--- config.mk ---
export PLATFORM = sky130hd
export DESIGN_NAME = fe_top
export DESIGN_NICKNAME = d
export VERILOG_FILES = /design/src/fe_pkg.sv /design/src/fe_controller.sv /design/src/fe_pc_gen.sv /design/src/fe_fetch_pipe.sv /design/src/fe_top.sv
export SDC_FILE = /design/constraint.sdc
export NUM_CORES = 1
export LEC_CHECK = 0
export BUFFER_PORTS_ARGS = -buffer_cell sky130_fd_sc_hd__clkbuf_2
export CAP_MARGIN = 20
export CORE_UTILIZATION = 55
export DETAILED_ROUTE_END_ITERATION = 16
export PLACE_DENSITY = 0.8
export SLEW_MARGIN = 40
export SYNTH_ARGS = -nofsm -noshare
export SYNTH_HDL_FRONTEND = slang
export SYNTH_HIERARCHICAL = 1
export SYNTH_SLANG_ARGS = --single-unit
--- constraint.sdc ---
create_clock -name clk_i -period 3.8 [get_ports clk_i]
set_input_delay 0.19 -clock clk_i [delete_from_list [all_inputs] [get_ports clk_i]]
set_output_delay 0.19 -clock clk_i [all_outputs]
set_load 0.01 [all_outputs]
--- src/fe_pkg.sv ---
/*
  Shared definitions for the fetch front end: address and instruction
  widths, command and queue enums, and the packed command, queue entry
  and redirect structs
*/
package fe_pkg;

  localparam int vaddr_width_c = 32;
  localparam int instr_width_c = 32;

  // User mode may not fetch below this address
  localparam logic [vaddr_width_c-1:0] user_base_c = 32'h0000_1000;

  typedef enum logic [1:0] {
    e_op_pc_redirect = 2'd0,
    e_op_state_reset = 2'd1,
    e_op_wait        = 2'd2
  } fe_cmd_op_e;

  typedef enum logic [1:0] {
    e_subop_redirect = 2'd0,
    e_subop_trap     = 2'd1,
    e_subop_eret     = 2'd2
  } fe_subop_e;

  typedef enum logic {
    e_priv_user    = 1'b0,
    e_priv_machine = 1'b1
  } priv_e;

  typedef enum logic [1:0] {
    e_instr_fetch        = 2'd0,
    e_instr_access_fault = 2'd1,
    e_instr_misaligned   = 2'd2
  } fe_msg_e;

  typedef enum logic [1:0] {
    e_wait  = 2'd0,
    e_run   = 2'd1,
    e_stall = 2'd2
  } fe_state_e;

  typedef struct packed {
    fe_cmd_op_e               opcode;
    fe_subop_e                subopcode;
    logic [vaddr_width_c-1:0] npc;
    priv_e                    priv;
  } fe_cmd_s;

  // Instr field is zero for exception entries
  typedef struct packed {
    fe_msg_e                  msg_type;
    logic [vaddr_width_c-1:0] pc;
    logic [instr_width_c-1:0] instr;
  } fe_queue_s;

  // Resume selects the PC held in the PC generator instead of pc
  typedef struct packed {
    logic                     v;
    logic                     resume;
    logic [vaddr_width_c-1:0] pc;
  } fe_redirect_s;

endpackage

--- src/fe_controller.sv ---
/*
  Front end controller: command decode and acceptance, shadow privilege
  and the wait/run/stall fetch state machine
*/
`timescale 1ns/100ps

module fe_controller
  (input  logic                 clk_i,
   input  logic                 reset_i,

   input  fe_pkg::fe_cmd_s      fe_cmd_i,
   input  logic                 fe_cmd_v_i,
   output logic                 fe_cmd_yumi_o,

   input  logic                 fetch_fail_i,
   input  logic                 fetch_exception_i,
   input  logic                 fe_queue_ready_i,

   output fe_pkg::fe_redirect_s redirect_o,
   output logic                 fetch_en_o,
   output logic                 poison_o,
   output fe_pkg::priv_e        priv_o);

  import fe_pkg::*;

  fe_state_e state_r;
  fe_state_e state_n;
  priv_e     priv_r;

  logic cmd_v;
  logic redirect_v;
  logic state_reset_v;
  logic wait_v;
  logic trap_v;
  logic eret_v;
  logic priv_w;
  logic resume_v;

  // Commands are consumed the cycle they show up
  assign cmd_v         = fe_cmd_v_i & ~reset_i;
  assign fe_cmd_yumi_o = cmd_v;

  assign redirect_v    = cmd_v & (fe_cmd_i.opcode == e_op_pc_redirect);
  assign state_reset_v = cmd_v & (fe_cmd_i.opcode == e_op_state_reset);
  assign wait_v        = cmd_v & (fe_cmd_i.opcode == e_op_wait);
  assign trap_v        = redirect_v & (fe_cmd_i.subopcode == e_subop_trap);
  assign eret_v        = redirect_v & (fe_cmd_i.subopcode == e_subop_eret);
  assign priv_w        = state_reset_v | trap_v | eret_v;

  // Bypass so a trap fetches its first PC at the new privilege
  assign priv_o = priv_w ? fe_cmd_i.priv : priv_r;

  always_comb
  begin
    state_n = state_r;
    if (redirect_v)
      state_n = e_run;
    else if (wait_v)
      state_n = e_wait;
    else if (cmd_v)
      state_n = e_stall;
    else
    begin
      case (state_r)
        e_run:
        begin
          if (fetch_fail_i)
            state_n = e_stall;
          else if (fetch_exception_i)
            state_n = e_wait;
        end
        e_stall:
        begin
          if (fe_queue_ready_i)
            state_n = e_run;
        end
        e_wait:
          state_n = e_wait;
        default:
          state_n = e_wait;
      endcase
    end
  end

  // Leaving stall refetches from the resume PC
  assign resume_v = (state_r == e_stall) & ~cmd_v & fe_queue_ready_i;

  assign redirect_o.v      = redirect_v | state_reset_v | resume_v;
  assign redirect_o.resume = resume_v;
  assign redirect_o.pc     = fe_cmd_i.npc;

  assign fetch_en_o = (state_n == e_run);
  assign poison_o   = cmd_v | fetch_fail_i;

  always_ff @(posedge clk_i)
  begin
    if (reset_i)
    begin
      state_r <= e_wait;
      priv_r  <= e_priv_machine;
    end
    else
    begin
      state_r <= state_n;
      if (priv_w)
        priv_r <= fe_cmd_i.priv;
    end
  end

  a_state_legal: assert property (@(posedge clk_i) disable iff (reset_i)
    state_r inside {e_wait, e_run, e_stall})
    else $error("fe_controller: illegal state %0d", state_r);

  a_yumi_needs_valid: assert property (@(posedge clk_i)
    fe_cmd_yumi_o |-> fe_cmd_v_i)
    else $error("fe_controller: yumi without valid");

endmodule

--- src/fe_pc_gen.sv ---
/*
  Fetch PC generator for IF0: next-PC select, fetch PC register and
  resume PC register used to refetch after a stall
*/
`timescale 1ns/100ps

module fe_pc_gen
  #(parameter int vaddr_width_p = fe_pkg::vaddr_width_c)
  (input  logic                     clk_i,
   input  logic                     reset_i,

   input  fe_pkg::fe_redirect_s     redirect_i,
   input  logic                     fetch_en_i,
   input  logic [vaddr_width_p-1:0] fail_pc_i,
   input  logic                     fetch_fail_i,

   output logic [vaddr_width_p-1:0] imem_addr_o,
   output logic                     imem_v_o,
   output logic [vaddr_width_p-1:0] if0_pc_o);

  logic [vaddr_width_p-1:0] pc_r;
  logic [vaddr_width_p-1:0] resume_r;
  logic [vaddr_width_p-1:0] pc_n;
  logic [vaddr_width_p-1:0] redirect_pc;

  assign redirect_pc = vaddr_width_p'(redirect_i.pc);

  always_comb
  begin
    if (redirect_i.v & redirect_i.resume)
      pc_n = resume_r;
    else if (redirect_i.v)
      pc_n = redirect_pc;
    else
      pc_n = pc_r + vaddr_width_p'(4);
  end

  assign imem_addr_o = pc_n;
  assign imem_v_o    = fetch_en_i;
  assign if0_pc_o    = pc_n;

  // Last issued PC, the base for sequential fetch
  always_ff @(posedge clk_i)
  begin
    if (fetch_en_i)
      pc_r <= pc_n;
  end

  // A command beats a refused fetch in the same cycle
  always_ff @(posedge clk_i)
  begin
    if (redirect_i.v & ~redirect_i.resume)
      resume_r <= redirect_pc;
    else if (fetch_fail_i)
      resume_r <= fail_pc_i;
  end

  a_no_fetch_in_reset: assert property (@(posedge clk_i)
    reset_i |-> !imem_v_o)
    else $error("fe_pc_gen: fetch issued during reset");

endmodule

--- src/fe_fetch_pipe.sv ---
/*
  IF1/IF2 fetch pipeline: fault check on the issued PC, queue entry
  formation with the memory data, and refused-fetch detection
*/
`timescale 1ns/100ps

module fe_fetch_pipe
  #(parameter int vaddr_width_p = fe_pkg::vaddr_width_c,
    parameter int instr_width_p = fe_pkg::instr_width_c,
    parameter logic [vaddr_width_p-1:0] user_base_p = fe_pkg::user_base_c)
  (input  logic                     clk_i,
   input  logic                     reset_i,

   input  logic                     imem_v_i,
   input  logic [vaddr_width_p-1:0] if0_pc_i,
   input  logic [instr_width_p-1:0] imem_data_i,
   input  fe_pkg::priv_e            priv_i,
   input  logic                     poison_i,
   input  logic                     fe_queue_ready_i,

   output fe_pkg::fe_queue_s        fe_queue_o,
   output logic                     fe_queue_v_o,
   output logic                     fetch_fail_o,
   output logic                     fetch_exception_o,
   output logic [vaddr_width_p-1:0] fail_pc_o);

  import fe_pkg::*;

  logic                     if1_v_r;
  logic                     if2_v_r;
  logic                     if2_v_n;
  logic [vaddr_width_p-1:0] if1_pc_r;
  fe_msg_e                  if0_msg;
  fe_msg_e                  if1_msg_r;
  fe_queue_s                if2_entry_n;
  fe_queue_s                if2_entry_r;

  // Misaligned wins over access fault
  always_comb
  begin
    if (if0_pc_i[1:0] != 2'b00)
      if0_msg = e_instr_misaligned;
    else if ((priv_i == e_priv_user) && (if0_pc_i < user_base_p))
      if0_msg = e_instr_access_fault;
    else
      if0_msg = e_instr_fetch;
  end

  always_comb
  begin
    if2_entry_n          = '0;
    if2_entry_n.msg_type = if1_msg_r;
    if2_entry_n.pc       = if1_pc_r;
    if (if1_msg_r == e_instr_fetch)
      if2_entry_n.instr = imem_data_i;
  end

  // Younger fetches die behind a command, a refusal or a sent exception
  assign if2_v_n = if1_v_r & ~poison_i & ~fetch_exception_o;

  always_ff @(posedge clk_i)
  begin
    if (reset_i)
    begin
      if1_v_r <= 1'b0;
      if2_v_r <= 1'b0;
    end
    else
    begin
      if1_v_r <= imem_v_i;
      if2_v_r <= if2_v_n;
    end
  end

  always_ff @(posedge clk_i)
  begin
    if (imem_v_i)
    begin
      if1_pc_r  <= if0_pc_i;
      if1_msg_r <= if0_msg;
    end
    if (if1_v_r)
      if2_entry_r <= if2_entry_n;
  end

  assign fe_queue_o        = if2_entry_r;
  assign fe_queue_v_o      = if2_v_r & fe_queue_ready_i & ~poison_i;
  assign fetch_fail_o      = if2_v_r & ~fe_queue_ready_i;
  assign fetch_exception_o = fe_queue_v_o & (if2_entry_r.msg_type != e_instr_fetch);
  assign fail_pc_o         = vaddr_width_p'(if2_entry_r.pc);

  a_queue_v_needs_ready: assert property (@(posedge clk_i) disable iff (reset_i)
    fe_queue_v_o |-> fe_queue_ready_i)
    else $error("fe_fetch_pipe: queue valid while not ready");

  // A refused entry must be refetched, not left in IF2
  a_fail_flushes_if2: assert property (@(posedge clk_i) disable iff (reset_i)
    fetch_fail_o |=> !if2_v_r)
    else $error("fe_fetch_pipe: IF2 valid after refused fetch");

endmodule

--- src/fe_top.sv ---
/*
  Fetch front end top level: controller, PC generator and
  two-stage fetch pipeline
*/
`timescale 1ns/100ps

module fe_top
  #(parameter int vaddr_width_p = fe_pkg::vaddr_width_c,
    parameter int instr_width_p = fe_pkg::instr_width_c,
    parameter logic [vaddr_width_p-1:0] user_base_p = fe_pkg::user_base_c)
  (input  logic                     clk_i,
   input  logic                     reset_i,

   input  fe_pkg::fe_cmd_s          fe_cmd_i,
   input  logic                     fe_cmd_v_i,
   output logic                     fe_cmd_yumi_o,

   output fe_pkg::fe_queue_s        fe_queue_o,
   output logic                     fe_queue_v_o,
   input  logic                     fe_queue_ready_i,

   output logic [vaddr_width_p-1:0] imem_addr_o,
   output logic                     imem_v_o,
   input  logic [instr_width_p-1:0] imem_data_i);

  import fe_pkg::*;

  fe_redirect_s             redirect;
  priv_e                    priv;
  logic                     fetch_en;
  logic                     poison;
  logic                     fetch_fail;
  logic                     fetch_exception;
  logic [vaddr_width_p-1:0] fail_pc;
  logic [vaddr_width_p-1:0] if0_pc;

  fe_controller u_controller
    (.clk_i             (clk_i),
     .reset_i           (reset_i),
     .fe_cmd_i          (fe_cmd_i),
     .fe_cmd_v_i        (fe_cmd_v_i),
     .fe_cmd_yumi_o     (fe_cmd_yumi_o),
     .fetch_fail_i      (fetch_fail),
     .fetch_exception_i (fetch_exception),
     .fe_queue_ready_i  (fe_queue_ready_i),
     .redirect_o        (redirect),
     .fetch_en_o        (fetch_en),
     .poison_o          (poison),
     .priv_o            (priv));

  fe_pc_gen #(.vaddr_width_p(vaddr_width_p)) u_pc_gen
    (.clk_i        (clk_i),
     .reset_i      (reset_i),
     .redirect_i   (redirect),
     .fetch_en_i   (fetch_en),
     .fail_pc_i    (fail_pc),
     .fetch_fail_i (fetch_fail),
     .imem_addr_o  (imem_addr_o),
     .imem_v_o     (imem_v_o),
     .if0_pc_o     (if0_pc));

  fe_fetch_pipe
    #(.vaddr_width_p(vaddr_width_p),
      .instr_width_p(instr_width_p),
      .user_base_p  (user_base_p))
  u_fetch_pipe
    (.clk_i             (clk_i),
     .reset_i           (reset_i),
     .imem_v_i          (imem_v_o),
     .if0_pc_i          (if0_pc),
     .imem_data_i       (imem_data_i),
     .priv_i            (priv),
     .poison_i          (poison),
     .fe_queue_ready_i  (fe_queue_ready_i),
     .fe_queue_o        (fe_queue_o),
     .fe_queue_v_o      (fe_queue_v_o),
     .fetch_fail_o      (fetch_fail),
     .fetch_exception_o (fetch_exception),
     .fail_pc_o         (fail_pc));

endmodule

==> flow_metrics.env, run 1 <==
export IMPL_antenna_cells=0
export IMPL_cts_tree="yes"
export IMPL_pwr_share_seq=0.532
export IMPL_worstSetupPathType="reg -> reg"
export IMPL_first_global_vias=4789
export IMPL_clkSinkCount=169
export IMPL_pwr_share_clk=0.410
export IMPL_finalSetupViolations=0
export IMPL_synth_avg_cell_area_um2=13.87
export IMPL_drv_cap=0
export IMPL_tightest_slew_ps=603.7
export IMPL_max_slew_margin=0.5975
export IMPL_die_h_um=123.2
export IMPL_io_buffers=173
export IMPL_yosys_cell_types_count=51
export IMPL_fin_crit_sh=0.9190
export IMPL_clk_pin_slew_worst_paths_ps=70
export IMPL_ios=174
export IMPL_cp_required_ps=4080
export IMPL_async_flop_share=0
export IMPL_dpl_worst_slack_ps=342.3
export IMPL_cts_root_buf="clkbuf_16"
export IMPL_cts_hold_buf=0
export IMPL_routedWlPerCell_um=18.75
export IMPL_dpl_cell_count=825
export IMPL_synth_nets=658
export IMPL_synth_area_top_cells="edfxtp_1, buf_4, mux2_2, mux2i_1, and2_1"
export IMPL_hpwl_um=11550
export IMPL_start_util=0.5729
export IMPL_die_area_um2=15170
export IMPL_synth_common_cells="edfxtp_1, buf_4, mux2i_1"
export IMPL_cts_setup_buffers=0
export IMPL_synth_cells=582
export IMPL_fin_hold_ws_ps=32.65
export IMPL_drtIter0Drc=260
export IMPL_area_growth_pct=11.31
export IMPL_rsz0062_at_grt="false"
export IMPL_ys_ff_latch=169
export IMPL_ant_nets=0
export IMPL_power_mw=3.926
export IMPL_fin_nets=740
export IMPL_routed_via_density=5.527
export IMPL_synth_cell_area_um2=8075
export IMPL_overflow=0
export IMPL_status="completed"
export IMPL_globalRouteTotalUtil=0.2215
export IMPL_crit_arrival_ps=3770
export IMPL_antenna_found_initial=0
export IMPL_fin_cells=857
export IMPL_yosys_warnings=6
export IMPL_power_per_cell_area_nw_per_um2=436.8
export IMPL_worstHoldPathType="in -> reg"
export IMPL_cts_max_path_buffers=2
export IMPL_start_kind="register"
export IMPL_yosysMostFrequentCell="edfxtp_1"
export IMPL_grt_pass1_wl_um=24660
export IMPL_setup_ws_ps=307.9
export IMPL_share_comb_of_total_power=0.058
export IMPL_tns_ps=0
export IMPL_ys_flop_type="edfxtp_1"
export IMPL_fin_crit_ps=3492
export IMPL_synth_top_area_share=0.6099
export IMPL_drive_above_1_share=0.3914
export IMPL_maxSlewViolCount=0
export IMPL_grt_max_degree=47
export IMPL_dr_total_vias=4737
export IMPL_synth_edf_count=164
export IMPL_numCtsBuffers=17
export IMPL_h_tree_depth=4
export IMPL_clock_latency_ps=420
export IMPL_yosys_area_top_type="edfxtp_1"
export IMPL_cp_max_fo=6
export IMPL_synth_seq_area_share=0.6222
export IMPL_coreArea_um2=14100
export IMPL_place_congestion=0.8700
export IMPL_drt_total_wl_um=16070
export IMPL_p_leak_nw=3.263
export IMPL_clock_skew_final_ps=9.403
export IMPL_endpoint_kind="register"
export IMPL_swShare=0.2177
export IMPL_core_rowCount=43
export IMPL_vdd_ir_drop_worst_mv=0.3168
export IMPL_fmax_ghz=0.2864
export IMPL_p_int_mw=3.072
export IMPL_postCtsResizedCells=0
export IMPL_drc=0
export IMPL_switchingPower_uw=854.6
export IMPL_firstDrtPassIters=5
export IMPL_die_x_um=123.2
export IMPL_hold_violations=0
## state kept, by name, indices dropped and copies added (netlist names)
signal and flops:
u_pc_gen/pc_r 32, u_fetch_pipe/if1_v_r 1, u_pc_gen/resume_r 32, u_fetch_pipe/fe_queue_o 34
u_fetch_pipe/fail_pc_o 32, u_fetch_pipe/if2_v_r 1, u_controller/priv_r 1, u_fetch_pipe/if1_pc_r 32
u_controller/state_r 2, u_fetch_pipe/if1_msg_r 2
## layer usage
| layer | part of all wire | vias up | track usage |
|---|---|---|---|
| li1 | - | 2236 | - |
| met1 | 0.43 | 2324 | 0.2816 |
| met2 | 0.49 | 167 | 0.3607 |
| met4 | 0.0090 | 0 | 0.08434 |
| met3 | 0.068 | 10 | 0.06227 |
| met5 | 0 | - | 0 |
## power groups by stage
stage | registers, mW | logic, mW | clock network [mW]
floorplan | 2.13 | 0.174 | 0
global route | 2.09 | 0.248 | 1.71
detailed placement | 2.13 | 0.229 | 0
CTS | 2.09 | 0.230 | 1.64
global placement | 2.13 | 0.222 | 0
finish | 2.09 | 0.227 | 1.61
## through the flow
step,util,instance area [um^2]
5_1_grt,0.6377,8989
2_1_floorplan,-,8075
3_3_place_gp,0.5980,8429
3_5_place_dp,0.5983,8434
4_1_cts,0.6377,8989
6_report,0.6377,8989
## cell families after synthesis
logic type               after synthesis  synth area share
AO/OA/AOI/OAI                         47           0.04912
XOR/XNOR                              15           0.01627
adder cells (fa/ha/maj)                3          0.004649
buffers and inverters                126            0.1046
flip-flops                           169            0.6222
multiplexers                          74           0.09792
AND/OR/NAND/NOR                      148            0.1052
## cell type report
class                           count  area [um^2]
Clock inverter                     15        128.9
Fill cell                        1059         5107
Timing Repair Buffer              182        933.4
Clock buffer                       17        425.4
Inverter                            7        26.28
Sequential cell                   169         5026
Tap cell                          180        225.2
Multi-Input combinational cell    287         2223
## worst paths after layout
kind	depth (start not counted)	start	slack (ps)	to
hold / removal	2	reset_i	30	u_fetch_pipe/if1_v_r$_SDFF_PP0_
hold reg to reg	0	u_fetch_pipe/if1_pc_r[2]$_DFFE_PP_	420	u_fetch_pipe/fail_pc_o[2]$_DFFE_PP_
setup / recovery	8	u_pc_gen/pc_r[2]$_DFFE_PP_	310	u_fetch_pipe/if1_msg_r[0]$_SDFFCE_PP0P_
setup reg to reg	8	u_pc_gen/pc_r[2]$_DFFE_PP_	310	u_fetch_pipe/if1_msg_r[0]$_SDFFCE_PP0P_
## critical path, stage by stage, from the launching register on
cell and delay [ps]:
edfxtp_1 440, ha_1 290, nand3_1 230, or4_1 680
o31a_1 330, o31a_1 310, or4_1 540, or4_1 430
nor2_1 100
## cells in the final DEF, fill, tap and decap left out, types with 3 or more instances in the layout
master	instances
mux2_2	36
o31a_1	22
a21oi_1	7
nand4_1	10
clkbuf_16	17
o21a_1	5
mux2i_1	37
nor3_1	9
clkinv_4	5
clkbuf_2	173
buf_4	9
nand3_1	10
nand2_1	29
or4_1	5
inv_1	6
xnor2_1	8
and4_1	4
and2_1	33
dfxtp_1	4
nor2_1	12
clkinv_2	3
edfxtp_1	164
nor4_1	15
ha_1	3
xor2_1	7
Power figures use the tool's default switching activity.
==> run 2: changes to the inputs <==
==> constraint.sdc (replaced) <==
create_clock -name clk_i -period 3.7 [get_ports clk_i]
set_input_delay 0.185 -clock clk_i [delete_from_list [all_inputs] [get_ports clk_i]]
set_output_delay 0.185 -clock clk_i [all_outputs]
set_load 0.01 [all_outputs]
==> run 2 against run 1 <==
  * Power is 5.2% higher
  * Sequential power is 3% higher
  * Register-to-register slack worse by 70 ps
  * Worst hold slack worse by 2.9 ps
  * Via count is 1.7% higher
  * Largest cell class unchanged
==> flow_metrics.env, run 2 (same netlist as run 1, synthesis figures left out) <==
export IMPL_cp_cell_sequence="ha_1 -> nand3_1 -> or4_1 -> o31a_1 -> o31a_1 -> or4_1 -> or4_1 -> nor2_1"
export IMPL_die_h_um=123.2
export IMPL_max_slew_margin=0.5885
export IMPL_worstHoldStart="reset_i"
export IMPL_grt_use_met3=0.06688
export IMPL_final_common_cell="clkbuf_2"
export IMPL_fin_crit_sh=0.9353
export IMPL_cp_common_cell="or4_1"
export IMPL_rsz0062_at_grt="false"
export IMPL_fillers=1017
export IMPL_crit_arrival_ps=3750
export IMPL_start_kind="register"
export IMPL_drc=0
export IMPL_area_growth_pct=11.65
export IMPL_grt_busiest_layer="met2"
export IMPL_routedWlPerCell_um=18.86
export IMPL_endpoint_kind="register"
export IMPL_p_leak_nw=3.273
export IMPL_numCtsBuffers=17
export IMPL_grt_max_degree=69
export IMPL_cts_max_path_buffers=2
export IMPL_cp_slowest_cell="or4_1"
export IMPL_clock_latency_ps=420
export IMPL_drv_cap=0
export IMPL_dpl_cell_area_um2=8427
export IMPL_clock_skew_final_ps=5.063
export IMPL_overflow=0
export IMPL_cts_tree="yes"
export IMPL_antenna_found_initial=0
export IMPL_clkSinkCount=169
export IMPL_status="completed"
export IMPL_cts_hold_buf=0
export IMPL_clk_pin_slew_worst_paths_ps=60
export IMPL_die_x_um=123.2
export IMPL_fin_nets=738
export IMPL_coreArea_um2=14100
export IMPL_r2r_cells=8
export IMPL_hold_end="u_fetch_pipe/if1_v_r$_SDFF_PP0_"
export IMPL_place_congestion=0.9107
export IMPL_maxSlewViolCount=0
export IMPL_tightest_slew_ps=617.3
export IMPL_regArea_um2=5026
export IMPL_cts_setup_buffers=0
export IMPL_reg2reg_from="u_pc_gen/pc_r[2]$_DFFE_PP_"
export IMPL_drive_above_1_share=0.3881
export IMPL_core_rowCount=43
export IMPL_final_cell_mix="clkbuf_2, edfxtp_1, mux2i_1"
export IMPL_worstHoldPathType="in -> reg"
export IMPL_worstSetupPathType="reg -> reg"
export IMPL_stdcell_area_um2=9016
export IMPL_r2r_slack_ps=240
export IMPL_dr_total_vias=4817
export IMPL_largest_reg_flops=34
export IMPL_io_buffers=173
export IMPL_critPathLaunch="u_pc_gen/pc_r[2]$_DFFE_PP_"
export IMPL_multi_input_area_um2=2223
export IMPL_tns_ps=0
export IMPL_h_tree_depth=4
export IMPL_start_util=0.5729
export IMPL_routed_via_density=5.634
export IMPL_drt_total_wl_um=16120
export IMPL_antenna_cells=0
export IMPL_fin_crit_ps=3461
export IMPL_cp_max_fo=6
export IMPL_cp_required_ps=3980
export IMPL_ios=174
export IMPL_cts_root_buf="clkbuf_16"
export IMPL_r2r_end="u_fetch_pipe/if1_msg_r[0]$_SDFFCE_PP0P_"
export IMPL_finalSetupViolations=0
export IMPL_grt_use_met2=0.3670
export IMPL_crit_family="simple AND/OR/NAND/NOR gates"
export IMPL_grt_use_met1=0.2688
export IMPL_crit_buf_inv=0
export IMPL_first_global_vias=4827
export IMPL_firstDrtPassIters=4
export IMPL_min_path_cells=2
export IMPL_grt_pass1_wl_um=24590
export IMPL_vdd_ir_drop_worst_mv=0.3037
export IMPL_postCtsResizedCells=0
export IMPL_hold_violations=0
export IMPL_ant_nets=0
export IMPL_fmax_ghz=0.2890
export IMPL_globalRouteTotalUtil=0.2216
export IMPL_hpwl_um=11500
export IMPL_die_area_um2=15170
export IMPL_max_stage_delay_ps=690
export IMPL_drtIter0Drc=312
export IMPL_power_per_cell_area_nw_per_um2=458.2
==> run 2: metrics by stage <==
step           instances    util  hold WS, ps  power (mW)  worst slack, ps
2_1_floorplan        582       -        254.1       2.364            186.9
3_3_place_gp         823  0.5978        400.4       2.412            414.0
3_5_place_dp         823  0.5978        405.7       2.421            293.2
4_1_cts              855  0.6393        3.204       4.166            277.6
5_1_grt              855  0.6396        14.61       4.260            84.45
6_report             855  0.6396        29.74       4.131            239.2
==> run 2: metal layers <==
metal / part of all wire / up-vias
li1: - / 2234
met1: 0.41 / 2340
met2: 0.49 / 212
met3: 0.077 / 31
met4: 0.021 / 0
met5: 0 / -
==> run 2: worst max path at each step <==
stage | depth (start not counted) | slack (ps) | endpoint
6_report | 8 | 240 | u_fetch_pipe/if1_msg_r[0]$_SDFFCE_PP0P_
3_3_place_gp | 8 | 410 | u_fetch_pipe/if1_msg_r[0]$_SDFFCE_PP0P_
2_1_floorplan | 7 | 190 | u_fetch_pipe/if1_msg_r[0]$_SDFFCE_PP0P_
5_1_grt | 8 | 80 | u_fetch_pipe/if1_msg_r[0]$_SDFFCE_PP0P_
3_5_place_dp | 8 | 290 | u_fetch_pipe/if1_msg_r[0]$_SDFFCE_PP0P_
4_1_cts | 8 | 280 | u_fetch_pipe/if1_msg_r[0]$_SDFFCE_PP0P_
==> run 2: area by class of cell <==
type                            count  share of cell area
Clock buffer                       18             0.04760
Clock inverter                     14             0.01721
Inverter                            7            0.002914
Multi-Input combinational cell    287              0.2466
Sequential cell                   169              0.5575
Tap cell                          180             0.02498
Timing Repair Buffer              180              0.1032
==> run 2: where the power goes <==
group | leakage (nW) | switching, mW | internal, mW
logic | 1.44 | 0.133 | 0.100
registers | 1.55 | 0.0168 | 2.13
clock network | 0.285 | 0.700 | 1.05
==> run 2: worst register-to-register path, delay by kind of cell (launching register included) <==
family,cells,cell delay [ps]
AND/OR/NAND/NOR,5,1960
AO/OA/AOI/OAI,2,650
flip-flops,1,430
adder cells (fa/ha/maj),1,290
==> run 3: changes to the inputs <==
--- a/config.mk
+++ b/config.mk
@@ -5,10 +5,10 @@
 export SDC_FILE = /design/constraint.sdc
 export NUM_CORES = 1
 export LEC_CHECK = 0
-export BUFFER_PORTS_ARGS = -buffer_cell sky130_fd_sc_hd__clkbuf_2
 export CAP_MARGIN = 20
-export CORE_UTILIZATION = 55
+export CORE_UTILIZATION = 64
 export DETAILED_ROUTE_END_ITERATION = 16
+export DONT_BUFFER_PORTS = 1
 export PLACE_DENSITY = 0.8
 export SLEW_MARGIN = 40
 export SYNTH_ARGS = -nofsm -noshare
==> run 3 against run 2 <==
  * Sequential share of layout area is 0.81 points higher
  * Core utilization grew 9.1 points
  * Fmax fell by 0.87%
  * Wire length is 0.86% higher
  * Clock skew rose by 2.8 ps
  * Largest cell class unchanged
  * Via count shrank 7.5%
  * Register-to-register slack got worse by 30 ps
  * Critical path type unchanged
  * Clock power rose by 4%
==> flow_metrics.env, run 3 (same netlist as run 1, synthesis figures left out) <==
export IMPL_finalSetupViolations=0
export IMPL_drive_above_1_share=0.1635
export IMPL_final_cell_mix="edfxtp_1, dlygate4sd3_1, mux2i_1"
export IMPL_clock_latency_ps=420
export IMPL_crit_family="simple AND/OR/NAND/NOR gates"
export IMPL_area_growth_pct=10.10
export IMPL_drv_cap=0
export IMPL_start_util=0.6640
export IMPL_largest_reg_flops=34
export IMPL_p_leak_nw=2.871
export IMPL_core_rowCount=40
export IMPL_cts_root_buf="clkbuf_16"
export IMPL_cp_cell_sequence="ha_1 -> nand3_1 -> or4_4 -> o31a_1 -> o31a_1 -> or4_1 -> or4_1 -> nor2_1"
export IMPL_rsz0062_at_grt="false"
export IMPL_crit_arrival_ps=3770
export IMPL_max_stage_delay_ps=620
export IMPL_cts_tree="yes"
export IMPL_fin_crit_sh=0.9435
export IMPL_drtIter0Drc=275
export IMPL_place_congestion=0.8823
export IMPL_fin_nets=639
export IMPL_numCtsBuffers=17
export IMPL_cp_slowest_cell="or4_4"
export IMPL_final_common_cell="edfxtp_1"
export IMPL_maxSlewViolCount=0
export IMPL_fin_crit_ps=3491
export IMPL_postLayoutCoreUtil=0.7311
export IMPL_drc=0
export IMPL_tightest_slew_ps=771.1
export IMPL_worstSetupPathType="reg -> reg"
export IMPL_tns_ps=0
export IMPL_crit_buf_inv=0
export IMPL_routed_via_density=5.995
export IMPL_firstDrtPassIters=5
export IMPL_fillers=772
export IMPL_antenna_cells=0
export IMPL_clk_pin_slew_worst_paths_ps=60
export IMPL_grt_pass1_wl_um=24990
export IMPL_overflow=0
export IMPL_wl_met3_um=1564
export IMPL_met2_length_um=8013
export IMPL_grt_max_degree=41
export IMPL_die_h_um=114.3
export IMPL_max_slew_margin=0.4805
export IMPL_dpl_cell_count=644
export IMPL_io_buffers=0
export IMPL_power_per_cell_area_nw_per_um2=472.2
export IMPL_power_mw=4.198
export IMPL_h_tree_depth=4
export IMPL_start_kind="register"
export IMPL_drt_total_wl_um=16260
export IMPL_stdcell_area_um2=8891
export IMPL_first_global_vias=4672
export IMPL_ios=174
export IMPL_routedWlPerCell_um=21.89
export IMPL_drt_met1_wl_um=6352
export IMPL_cts_max_path_buffers=2
export IMPL_hpwl_um=10310
export IMPL_globalRouteTotalUtil=0.2633
export IMPL_coreArea_um2=12160
export IMPL_dpl_cell_area_um2=7599
export IMPL_hold_violations=0
export IMPL_fin_cells=743
export IMPL_cp_required_ps=3980
export IMPL_dr_total_vias=4454
export IMPL_status="completed"
export IMPL_endpoint_kind="register"
export IMPL_clkSinkCount=169
export IMPL_worstHoldPathType="in -> reg"
export IMPL_clock_skew_final_ps=7.829
export IMPL_top_layer="met4"
export IMPL_vdd_ir_drop_worst_mv=0.3541
export IMPL_cp_max_fo=6
export IMPL_ant_nets=0
export IMPL_die_x_um=114.3
export IMPL_antenna_found_initial=0
export IMPL_cts_setup_buffers=0
export IMPL_die_area_um2=13070
export IMPL_fmax_ghz=0.2864
==> run 3: cell types whose count changed in the layout (fill, tap and decap cells not counted), sizes merged <==
cell and delta:
clkinv -2, dlygate4sd3 +68, bufinv +1, clkinvlp -1
buf +6, clkbuf -172
==> run 3: power breakdown <==
group,switching (mW),internal (mW),total [mW]
registers,0.0208,2.13,2.15
logic,0.119,0.109,0.227
clock network,0.697,1.12,1.82
total,0.836,3.36,4.20
==> run 3: tightest hold or removal path, delay by kind of cell <==
family / cells / cell delay, ps
compound gates: 1 / 90
buf+inv: 1 / 50
mux: 1 / 80
==> run 3: per-stage QoR <==
step / hold WS [ps] / setup WS, ps
6_report: 32.21 / 208.9
5_1_grt: 35.44 / 88.72
4_1_cts: 13.34 / 148.6
3_5_place_dp: 249.8 / 187.5
3_3_place_gp: 250.3 / 326.9
2_1_floorplan: 254.1 / 186.9
==> run 3: path summary, 6_finish.rpt <==
path	startpoint	endpoint	slack, ps	cells past startpoint
worst max-delay path	u_pc_gen/pc_r[2]$_DFFE_PP_	u_fetch_pipe/if1_msg_r[0]$_SDFFCE_PP0P_	210	8
worst min-delay path	fe_cmd_i[36]	u_controller/priv_r$_SDFF_PP1_	30	3
worst max register to register	u_pc_gen/pc_r[2]$_DFFE_PP_	u_fetch_pipe/if1_msg_r[0]$_SDFFCE_PP0P_	210	8
worst min register to register	u_fetch_pipe/if1_pc_r[17]$_DFFE_PP_	u_fetch_pipe/fail_pc_o[17]$_DFFE_PP_	420	0
==> run 3: cell type report <==
class                   count  area (um^2)  area share
clock inverters            12        175.2     0.01970
flip-flops and latches    169         5029      0.5656
multi-input cells         287         2227      0.2505
well taps                 168        210.2     0.02364
clock buffers              19        432.9     0.04869
repair buffers             81        790.8     0.08894
inverters                   7        26.28    0.002955
==> run 3: layer usage <==
| layer | vias to the layer above | global-route usage |
|---|---|---|
| li1 | 2025 | - |
| met1 | 2199 | 0.3107 |
| met2 | 204 | 0.4352 |
| met3 | 26 | 0.1101 |
| met4 | 0 | 0.09177 |
| met5 | - | 0 |
==> run 3: repair_timing <==
action,4_1_cts,5_1_grt
resized for setup,0,1
setup endpoints to repair,0,1
hold buffers,68,0
hold endpoints to repair,69,0
